**src/rtl/ioctl_pkg.sv**
```systemverilog
// Host download bus definitions; the code index is all ones, cheat words arrive at even offsets
package ioctl_pkg;

	// ========================================================================
	// Host transfer widths
	// ========================================================================
	localparam int DATA_W  = 16;
	localparam int ADDR_W  = 25;
	localparam int INDEX_W = 8;

	localparam logic [INDEX_W-1:0] CODE_INDEX = '1;	// Marks a code download
	localparam logic [3:0] CODE_LAST_OFS = 4'd14;	// Last word of a record

	// ========================================================================
	// Cheat record, written as words and read as fields
	// ========================================================================
	typedef union packed {
		logic [7:0][15:0] word;	// Word k at bit 16k
		struct packed {
			logic [31:0] flags;
			logic [31:0] address;
			logic [31:0] compare;
			logic [31:0] replace;
		} field;
	} cheat_code_t;

	// Byte offset to word slot
	// Halve the offset, then flip its top two bits so each low half lands below its high half
	function automatic logic [2:0] code_slot(input logic [3:0] offset);
		return {~offset[3:2], offset[1]};
	endfunction

endpackage

```
**src/rtl/rom_pkg.sv**
```systemverilog
// ROM image constants; the header signature is checked only in two fixed 16-byte pages
package rom_pkg;

	// ========================================================================
	// ROM addressing
	// ========================================================================
	localparam int ROM_AW = 24;	// Byte address

	// Header pages on address bits 23:4
	localparam logic [ROM_AW-5:0] HDR_PAGE_A = 20'h1F2;	// Bank 0
	localparam logic [ROM_AW-5:0] HDR_PAGE_B = 20'h212;	// Bank 1

	// ========================================================================
	// Two-bank signature
	// ========================================================================
	// Word offsets of the first and last signature word, bytes 6 and 12
	localparam logic [2:0] SIG_FIRST = 3'd3;
	localparam logic [2:0] SIG_LAST  = 3'd6;

	// Expected words for bytes 6, 8, 10, 12
	localparam logic [0:3][15:0] SIG_WORD = {
		16'h4F50,
		16'h5550,
		16'h4F4C,
		16'h5355
	};

	// SuperGrafx download slot, index bits 4:0
	localparam logic [4:0] SGX_INDEX = 5'd2;

endpackage

```
**src/rtl/cart_loader.sv**
```systemverilog
// Host must hold ioctl_wr low while ioctl_wait is high; a write on the start cycle is dropped
module cart_loader (
	input  logic                           clk_sys,
	input  logic                           rst,
	input  logic                           ioctl_download,
	input  logic [ioctl_pkg::INDEX_W-1:0]  ioctl_index,
	input  logic                           ioctl_wr,
	input  logic [ioctl_pkg::DATA_W-1:0]   ioctl_dout,
	input  logic                           swap_bytes,
	input  logic                           ack_ddr,
	input  logic                           ack_sdr,
	output logic                           ioctl_wait,
	output logic [rom_pkg::ROM_AW-1:0]     rom_addr,
	output logic [ioctl_pkg::DATA_W-1:0]   rom_data,
	output logic                           rom_req,
	output logic [1:0]                     pop_flags,
	output logic                           sgx
);

	import ioctl_pkg::*;
	import rom_pkg::*;

	logic cart_download;
	logic cart_download_q;
	logic cart_start;
	logic cart_wr;
	logic acked;

	// ========================================================================
	// Download qualification
	// ========================================================================
	assign cart_download = ioctl_download && (ioctl_index != CODE_INDEX);
	assign cart_start    = cart_download && !cart_download_q;	// Rising edge
	assign cart_wr       = ioctl_wr && cart_download;

	// Both back-ends caught up with the request toggle
	assign acked = (rom_req == ack_ddr) && (rom_req == ack_sdr);

	// Bit reverse inside each byte, byte lanes stay put
	always_comb begin
		rom_data = ioctl_dout;
		if (swap_bytes) begin
			for (int i = 0; i < 8; i++) begin
				rom_data[i]     = ioctl_dout[7-i];
				rom_data[8+i]   = ioctl_dout[15-i];
			end
		end
	end

	// ========================================================================
	// Request sequencing and address counter
	// ========================================================================
	always_ff @(posedge clk_sys) begin
		if (rst) begin
			cart_download_q <= 1'b0;
			ioctl_wait      <= 1'b0;
			rom_req         <= 1'b0;
			rom_addr        <= '0;
			sgx             <= 1'b0;
		end else begin
			cart_download_q <= cart_download;

			if (cart_start) begin
				rom_addr <= '0;
				sgx      <= (ioctl_index[4:0] == SGX_INDEX);
			end else if (cart_wr) begin
				ioctl_wait <= 1'b1;	// Hold host until both acks
				rom_req    <= ~rom_req;
			end else if (ioctl_wait && acked) begin
				ioctl_wait <= 1'b0;
				rom_addr   <= rom_addr + 2'd2;	// Next word
			end
		end
	end

	// Signature check sees the same data and address as the ROM
	rom_header_check u_header_check (
		.clk_sys   (clk_sys),
		.rst       (rst),
		.start     (cart_start),
		.wr        (cart_wr),
		.addr      (rom_addr),
		.data      (rom_data),
		.pop_flags (pop_flags)
	);

endmodule

```
**src/rtl/cheat_code_loader.sv**
```systemverilog
// Records are 16 bytes on 16-byte boundaries; address bit 0 is ignored and code holds no reset value
module cheat_code_loader (
	input  logic                           clk_sys,
	input  logic                           rst,
	input  logic                           ioctl_download,
	input  logic [ioctl_pkg::INDEX_W-1:0]  ioctl_index,
	input  logic                           ioctl_wr,
	input  logic [ioctl_pkg::ADDR_W-1:0]   ioctl_addr,
	input  logic [ioctl_pkg::DATA_W-1:0]   ioctl_dout,
	output ioctl_pkg::cheat_code_t         code,
	output logic                           code_valid,
	output logic                           code_reset
);

	import ioctl_pkg::*;

	logic       code_download;
	logic       code_wr;
	logic [2:0] slot;

	assign code_download = ioctl_download && (ioctl_index == CODE_INDEX);
	assign code_wr       = code_download && ioctl_wr;
	assign slot          = code_slot(ioctl_addr[3:0]);

	// ========================================================================
	// Record assembly
	// ========================================================================
	always_ff @(posedge clk_sys) begin
		if (code_wr) begin
			code.word[slot] <= ioctl_dout;
		end
	end

	// Strobes
	always_ff @(posedge clk_sys) begin
		if (rst) begin
			code_valid <= 1'b0;
			code_reset <= 1'b0;
		end else begin
			// Replace high half closes the record
			code_valid <= code_wr && (ioctl_addr[3:0] == CODE_LAST_OFS);

			// Any download restarting at 0 flushes the cheat list
			code_reset <= ioctl_download && ioctl_wr && (ioctl_addr == '0);
		end
	end

endmodule

```
**src/rtl/media_loader.sv**
```systemverilog
// Download front end; ack_ddr and ack_sdr must be toggles from back-ends in the clk_sys domain
module media_loader (
	input  logic                           clk_sys,
	input  logic                           rst,

	// Host side
	input  logic                           ioctl_download,
	input  logic [ioctl_pkg::INDEX_W-1:0]  ioctl_index,
	input  logic                           ioctl_wr,
	input  logic [ioctl_pkg::ADDR_W-1:0]   ioctl_addr,
	input  logic [ioctl_pkg::DATA_W-1:0]   ioctl_dout,
	input  logic                           swap_bytes,
	output logic                           ioctl_wait,

	// Storage side
	output logic [rom_pkg::ROM_AW-1:0]     rom_addr,
	output logic [ioctl_pkg::DATA_W-1:0]   rom_data,
	output logic                           rom_req,
	input  logic                           ack_ddr,
	input  logic                           ack_sdr,

	// Flags and cheats
	output logic [1:0]                     pop_flags,
	output logic                           sgx,
	output ioctl_pkg::cheat_code_t         code,
	output logic                           code_valid,
	output logic                           code_reset
);

	// ========================================================================
	// Cartridge path
	// ========================================================================
	cart_loader u_cart_loader (
		.clk_sys        (clk_sys),
		.rst            (rst),
		.ioctl_download (ioctl_download),
		.ioctl_index    (ioctl_index),
		.ioctl_wr       (ioctl_wr),
		.ioctl_dout     (ioctl_dout),
		.swap_bytes     (swap_bytes),
		.ack_ddr        (ack_ddr),
		.ack_sdr        (ack_sdr),
		.ioctl_wait     (ioctl_wait),
		.rom_addr       (rom_addr),
		.rom_data       (rom_data),
		.rom_req        (rom_req),
		.pop_flags      (pop_flags),
		.sgx            (sgx)
	);

	// Code path, never stalls the host
	cheat_code_loader u_cheat_code_loader (
		.clk_sys        (clk_sys),
		.rst            (rst),
		.ioctl_download (ioctl_download),
		.ioctl_index    (ioctl_index),
		.ioctl_wr       (ioctl_wr),
		.ioctl_addr     (ioctl_addr),
		.ioctl_dout     (ioctl_dout),
		.code           (code),
		.code_valid     (code_valid),
		.code_reset     (code_reset)
	);

endmodule

```
**src/rtl/rom_header_check.sv**
```systemverilog
// Checks write data against the signature using the loader's own counter address; start wins over wr
module rom_header_check (
	input  logic                          clk_sys,
	input  logic                          rst,
	input  logic                          start,
	input  logic                          wr,
	input  logic [rom_pkg::ROM_AW-1:0]    addr,
	input  logic [ioctl_pkg::DATA_W-1:0]  data,
	output logic [1:0]                    pop_flags
);

	import rom_pkg::*;

	logic       in_page;
	logic       sig_ofs;
	logic [2:0] sig_word_idx;
	logic [1:0] sig_sel;
	logic       bank;
	logic       mismatch;

	// ========================================================================
	// Header page and signature slot decode
	// ========================================================================
	always_comb begin
		in_page = (addr[ROM_AW-1:4] == HDR_PAGE_A) ||
			(addr[ROM_AW-1:4] == HDR_PAGE_B);

		// Even bytes 6..12 only
		sig_ofs = !addr[0] && (addr[3:1] >= SIG_FIRST) && (addr[3:1] <= SIG_LAST);

		sig_word_idx = addr[3:1] - SIG_FIRST;
		sig_sel      = sig_word_idx[1:0];	// 0..3 inside the window

		bank     = addr[13];	// Page 0x1F2 has it clear, 0x212 set
		mismatch = wr && in_page && sig_ofs && (data != SIG_WORD[sig_sel]);
	end

	// ========================================================================
	// Flags
	// ========================================================================
	always_ff @(posedge clk_sys) begin
		if (rst) begin
			pop_flags <= 2'b00;
		end else if (start) begin
			pop_flags <= 2'b11;	// Assume both banks until proven otherwise
		end else if (mismatch) begin
			pop_flags[bank] <= 1'b0;
		end
	end

endmodule

```
**config.mk**
```make
export PLATFORM = sky130hd
export DESIGN_NAME = media_loader
export DESIGN_NICKNAME = d
export VERILOG_FILES = /design/src/rtl/ioctl_pkg.sv /design/src/rtl/rom_pkg.sv /design/src/rtl/cart_loader.sv /design/src/rtl/cheat_code_loader.sv /design/src/rtl/media_loader.sv /design/src/rtl/rom_header_check.sv
export SDC_FILE = /design/constraint.sdc
export NUM_CORES = 1
export LEC_CHECK = 0
export BUFFER_PORTS_ARGS = -buffer_cell sky130_fd_sc_hd__buf_2
export CAP_MARGIN = 20
export CORE_ASPECT_RATIO = 1.75
export CORE_MARGIN = 4
export CORE_UTILIZATION = 49
export DETAILED_ROUTE_END_ITERATION = 10
export PLACE_DENSITY = 0.88
export SYNTH_ARGS = -nofsm -noshare
export SYNTH_HDL_FRONTEND = slang
export SYNTH_SLANG_ARGS = --single-unit
```
**constraint.sdc**
```tcl
create_clock -name clk_sys -period 3 [get_ports clk_sys]
set_input_delay 0.15 -clock clk_sys [delete_from_list [all_inputs] [get_ports clk_sys]]
set_output_delay 0.15 -clock clk_sys [all_outputs]
set_load 0.02 [all_outputs]
```
==> out/metrics.cfg, run 1 <==
[synth]
yosys.area.top_type = edfxtp_1
synth-seq-cells = 159
synth_area_leaders = edfxtp_1 (64%), dfxtp_1 (10%), mux2_2 (3.0%)
yosysSeqAreaShare_pct = 74.2
synth_cells = 403
synth_top_area_share_pct = 63.9
syn-num-nets = 466
netlist_area_sq_um = 6020
synth_edf_count = 128
synthDistinctLibCells = 50
ys.flop_type = edfxtp_1
async_reset_ff_share_pct = 0
ys_warn_count = 0
syn_area_per_cell_sq_um = 14.9

[clock_network]
worstSkewPairLatency_ps = 410
cts.clk_slew.worst_paths_ps = 70
cts_tree = done
cts_buffer_depth = 2
cts_sinks = 159
cts_made_buffers = 17
cts_root_buf = clkbuf_16
htreeDepth = 4
post_cts_buffers = 0

[final_layout]
fin_area_sq_um = 8010
drive_gt1_share_pct = 45.2
diodes = 0
syn2layout_area_growth_pct = 33.2
postLayoutCoreUtil_pct = 66.8
fill_cells = 824
nNetsFinal = 714

[critical_path]
critPathArrivalTime_ps = 2770
required_ps = 3330
critPathKind = flop to flop
slowest_stage = or4_1
path_buf_inv = 0
rr_worst_depth = 5
path_cells = and3_1, o21ai_1, or4_1, or4_1, a21oi_1
r2r-start = u_cart_loader.rom_req
r2r-end = u_cart_loader.rom_addr[22]
worstPathMaxFanout = 12
cpMostUsedCell = or4_1
critPathLaunchType = flop
slowest_delay_ps = 770
critPathCaptureType = flop
crit_family = simple AND/OR/NAND/NOR gates
r2r_setup_slack_ps = 560

[job]
cap_violations = 0

[drt]
wirelength_um = 16100
remaining_drc_errors = 0
drt_iter0_markers = 307
antenna_left = 0
num_vias = 4472
vias_per_cell = 5.39
post_drt_wl_per_cell_um = 19.4
firstDrtPassIters = 5

[placement]
hpwl_um = 11600
port_buffers = 229
dpl_cell_area_sq_um = 7380
dp_slack_ps = 641
routabilityCongestion = 0.924

[global_route]
grt_pass1_vias = 4406
grt_max_degree = 25
grt_pass1_wl_um = 24300
antenna_found_initial = 0
overflow = 0
grt_usage_pct = 22.5

[sta]
setup_slack_ps = 560
hold_viol_final = 0
slew-limit-headroom_pct = 39.3
rsz0062_at_grt = false
skew_ps = 5.00
period_share_pct = 81.3
final_max_slew_viol_count = 0
setup_tns_ps = 0
fmax_ghz = 0.410
period_minus_slack_ps = 2440
worst_slew_pin_slew_ps = 902
setup_viol = 0

[pwr]
p_per_area_nw_per_um2 = 580
p_leak_nw = 3.09
finalPower_mw = 4.64
vdd_ir_drop_max_v = 0.000399

[floorplanning]
fp.dieW_um = 91.8
die_h_um = 155
start_util_pct = 50.1
num_rows = 53
die_area_sq_um = 14200
io_pins = 231
coreArea_sq_um = 12000

[hold_path]
min_from = ioctl_addr[18]
hold_path_depth = 4
hold_class = input pin to flop
hold_path_end = u_cheat_code_loader.code_reset

[run_status]
outcome = finished clean

-- Yosys cell counts, types with 2 or more instances --
cell / number
clkbuf_1: 8
a211oi_1: 2
xnor2_1: 9
o21ai_0: 16
mux2_2: 16
and4_4: 2
o31ai_1: 3
nor3_1: 6
inv_1: 9
nand2b_1: 2
a21oi_1: 19
a31oi_1: 3
nand4b_1: 3
buf_6: 3
or4_1: 4
nand3_1: 11
nor4b_1: 5
dfxtp_1: 31
edfxtp_1: 128
ha_1: 7
or3_1: 9
nor2_1: 25
nor4_1: 18
nand4_1: 8
nor2b_1: 7
nand2_1: 20
xor2_1: 2
and3_1: 5
-- worst max-delay path by stage --
stage / from / to / depth (start not counted)
floorplan: ioctl_index[7] / u_cheat_code_loader.code[112] / 4
global placement: u_cart_loader.rom_req / u_cart_loader.rom_addr[22] / 5
detailed placement: u_cart_loader.rom_req / u_cart_loader.rom_addr[22] / 5
CTS: u_cart_loader.rom_req / u_cart_loader.rom_addr[22] / 5
global route: u_cart_loader.rom_req / u_cart_loader.rom_addr[22] / 5
finish: u_cart_loader.rom_req / u_cart_loader.rom_addr[22] / 5
-- logic make-up (layout without fill, tap and decap cells) --
family / count (synthesis) / count (layout) / synth area share, %
AOI/OAI and AO/OA: 53 / 53 / 5.20
xor gates and xnor gates: 11 / 11 / 1.60
muxes: 17 / 17 / 3.16
and+or+nand+nor: 133 / 133 / 12.5
other: 1 / 1 / 0.0623
adders and majority gates: 7 / 7 / 1.46
DFF: 159 / 159 / 74.2
buffers and inverters: 22 / 283 / 1.81
-- sequential cells by signal, indices dropped and copies added, names as in the netlist --
signal,count
u_cart_loader.cart_download_q,1
u_cart_loader.u_header_check.pop_flags,2
u_cheat_code_loader.code_valid,1
u_cart_loader.rom_addr,23
u_cart_loader.rom_req,1
u_cart_loader.ioctl_wait,1
u_cheat_code_loader.code_reset,1
u_cheat_code_loader.code,128
u_cart_loader.sgx,1
-- power breakdown --
| part | switching, mW | total [mW] | internal, mW |
|---|---|---|---|
| clock network | 0.934 | 2.05 | 1.11 |
| logic | 0.132 | 0.210 | 0.0784 |
| registers | 0.00411 | 2.39 | 2.38 |
-- worst min-delay path: cells and delay by family --
family                 cells  cell delay [ps]
and+or+nand+nor            3              170
buffers and inverters      1               70
-- layout by cell type, fill, tap and decap left out, types with 4 or more instances in the layout --
master         instances
a21oi_1               19
and3_1                 5
buf_2                229
buf_4                  8
clkbuf_16             17
clkinv_4               4
dfxtp_1               31
dlygate4sd3_1          5
edfxtp_1             128
ha_1                   7
inv_1                  9
inv_8                  6
mux2_2                16
nand2_1               20
nand3_1               11
nand4_1                8
nor2_1                19
nor2_2                 6
nor2b_1                7
nor3_1                 4
nor4_1                18
nor4b_1                5
o21ai_0               16
or3_1                  9
or4_1                  4
xnor2_1                9
-- per-layer routing --
layer  track usage, %  part of all wire, %  vias to the layer above
met5                0                    0                        -
met4             7.73                  2.8                        0
met3             4.96                  7.5                       41
met2             41.5                   55                      257
met1             25.3                   35                     2125
li1                 -                    -                     2049
-- stage by stage --
step	hold WS [ps]	instances
final	33.8	829
after global routing	18.4	829
after floorplan	229	403
after detailed placement	350	792
after CTS	7.60	829
after global placement	351	792
-- area by class of cell --
| class | count | area [sq um] | share of cell area [%] |
|---|---|---|---|
| sequential | 159 | 4460 | 55.7 |
| multi-input combinational | 222 | 1470 | 18.3 |
| timing repair buffer | 242 | 1260 | 15.7 |
| inverter | 9 | 33.8 | 0.422 |
| clock buffer | 17 | 425 | 5.31 |
| tap | 165 | 206 | 2.58 |
| clock inverter | 15 | 158 | 1.97 |
-- timing repair --
item,in CTS,in global routing
hold buffers,5,0
endpoints found under the hold margin,3,0
resized for setup,0,0
Note: power is estimated with default switching activity, not from simulation.
==> inputs of run 2 (changes only) <==
CORE_UTILIZATION = 44   (was 49)
PLACE_DENSITY = 0.84   (was 0.88)
clock period = 2.13 ns   (was 3 ns; I/O delays follow)
==> run 2 against run 1 <==
Net effect: core utilization decreased by 4.3 points; sequential cell count unchanged; combinational power increased by 50%; non-clock buffer count increased by 25; routed wire length increased by 4.9%; highest routed layer unchanged; largest cell class unchanged; clock skew increased by 3.5 ps; power increased by 49%; final area increased by 4.3%.
==> out/metrics.cfg, run 2 (synthesis gave the netlist of run 1 again) <==
[run_status]
outcome = finished clean

[clock_network]
cts_buffer_depth = 2  ; unchanged
cts.clk_slew.worst_paths_ps = 70  ; about the same
cts_made_buffers = 17  ; unchanged
cts_tree = done
worstSkewPairLatency_ps = 410  ; about the same
cts_root_buf = clkbuf_16
cts_sinks = 159  ; unchanged
htreeDepth = 4  ; unchanged

[placement]
routabilityCongestion = 0.883  ; -4.5%
port_buffers = 229  ; unchanged
hpwl_um = 12200  ; +5.5%
dp_slack_ps = 33.0  ; -608 ps

[floorplanning]
die_area_sq_um = 15700  ; +11%
die_h_um = 163  ; +5.2%
num_rows = 56  ; +5.7%
coreArea_sq_um = 13400  ; +11%
io_pins = 231  ; unchanged
start_util_pct = 45.0  ; -5.2 points
fp.dieW_um = 96.4  ; +5.0%

[critical_path]
rr_worst_depth = 6  ; +1
critPathLaunchType = input pin
required_ps = 2460  ; -870 ps
critPathKind = input pin to flop
critPathArrivalTime_ps = 2410  ; -360 ps
critPathCaptureType = flop
worstPathMaxFanout = 11  ; -1

[global_route]
grt_usage_pct = 21.5  ; -0.95 points
grt_pass1_wl_um = 24900  ; +2.5%
overflow = 0  ; unchanged
grt_pass1_vias = 4563  ; +3.6%
grt_max_degree = 25  ; unchanged
antenna_found_initial = 0  ; unchanged

[pwr]
swShare_pct = 20.9  ; -2.1 points
p_per_area_nw_per_um2 = 831  ; +43%
internal_power_mw = 5.49  ; +54%
pwr-share-clk_pct = 47.0  ; +2.9 points
vdd_ir_drop_max_v = 0.000549  ; +38%
p_switching_mw = 1.45  ; +36%
power_frac_seq_pct = 48.4  ; -3.0 points
p_leak_nw = 3.25  ; +5.2%
comb_power_share_pct = 4.5  ; about the same
finalPower_mw = 6.94  ; +49%

[final_layout]
diodes = 0  ; unchanged
layout_common_cells = buf_2 (229), edfxtp_1 (128), dfxtp_1 (30)
syn2layout_area_growth_pct = 38.8
final_common_cell = buf_2
postLayoutCoreUtil_pct = 62.4  ; -4.3 points
fill_cells = 1039  ; +26%
drive_gt1_share_pct = 46.3  ; +1.1 points
largest_reg_flops = 128  ; unchanged
nNetsFinal = 739  ; +3.5%

[hold_path]
hold_path_depth = 1  ; -3
hold_class = input pin to flop

[sta]
fmax_ghz = 0.481
skew_ps = 8.54  ; +3.54 ps
setup_slack_ps = 52.3  ; -508 ps
setup_viol = 0  ; unchanged
setup_tns_ps = 0  ; unchanged
hold_viol_final = 0  ; unchanged
period_share_pct = 97.5
final_max_slew_viol_count = 0  ; unchanged
period_minus_slack_ps = 2080
rsz0062_at_grt = false

[drt]
firstDrtPassIters = 5  ; unchanged
num_vias = 4529  ; +1.3%
drt_iter0_markers = 214  ; -30%
wirelength_um = 16900  ; +4.9%
remaining_drc_errors = 0  ; unchanged
vias_per_cell = 5.25  ; -2.7%
antenna_left = 0  ; unchanged
post_drt_wl_per_cell_um = 19.5  ; +0.79%

[job]
cap_violations = 0  ; unchanged

==> run 2: cell type report <==
class / instances / area (sq um) / area share, %
tap: 174 / 218 / 2.61
clock inverter: 14 / 220 / 2.64
multi-input combinational: 222 / 1490 / 17.8
inverter: 9 / 33.8 / 0.404
sequential: 159 / 4470 / 53.4
clock buffer: 18 / 429 / 5.14
timing repair buffer: 267 / 1500 / 18.0
==> run 2: worst paths after layout <==
check	from	end	slack [ps]
setup / recovery	ioctl_index[2]	u_cart_loader.rom_addr[17]	50
hold / removal	ioctl_dout[5]	u_cheat_code_loader.code[5]	40
setup reg to reg	u_cart_loader.rom_req	u_cart_loader.rom_addr[17]	110
hold reg to reg	u_cart_loader.sgx	u_cart_loader.sgx	500
==> run 2: power groups by stage <==
stage          clock network, mW  registers [mW]  logic (mW)
2_1_floorplan                  0            3.44       0.130
3_3_place_gp                   0            3.43       0.289
3_5_place_dp                   0            3.43       0.300
4_1_cts                     3.31            3.36       0.314
5_1_grt                     3.47            3.36       0.341
6_report                    3.26            3.36       0.315
==> run 2: stage by stage <==
| stage | hold slack [ps] | area, sq um | std cells |
|---|---|---|---|
| floorplan | 185 | 6020 | 403 |
| global placement | 311 | 7560 | 818 |
| detailed placement | 314 | 7560 | 818 |
| CTS | 23.3 | 8340 | 863 |
| global route | 28.9 | 8360 | 863 |
| finish | 38.9 | 8360 | 863 |
==> run 2: layer usage <==
layer / global-route usage (%) / vias up / routed length [um]
met5: 0 / - / 0
met2: 37.9 / 218 / 9170
met1: 23.6 / 2173 / 5810
met3: 5.13 / 40 / 1260
met4: 10.7 / 0 / 607
li1: - / 2098 / -
==> run 2: repair_timing <==
action / CTS / global route
endpoints found under the hold margin: 4 / 0
hold buffers: 13 / 0
buffers inserted: 0 / 0
setup endpoints to repair: 0 / 9
gates resized for setup: 0 / 3
==> run 2: critical path, cell delays in order <==
cell and delay [ps]:
dlygate4sd3_1 520, buf_2 110, and4_4 260, a21oi_2 80
buf_4 170, or4_4 620, or3_1 370, a21oi_1 160
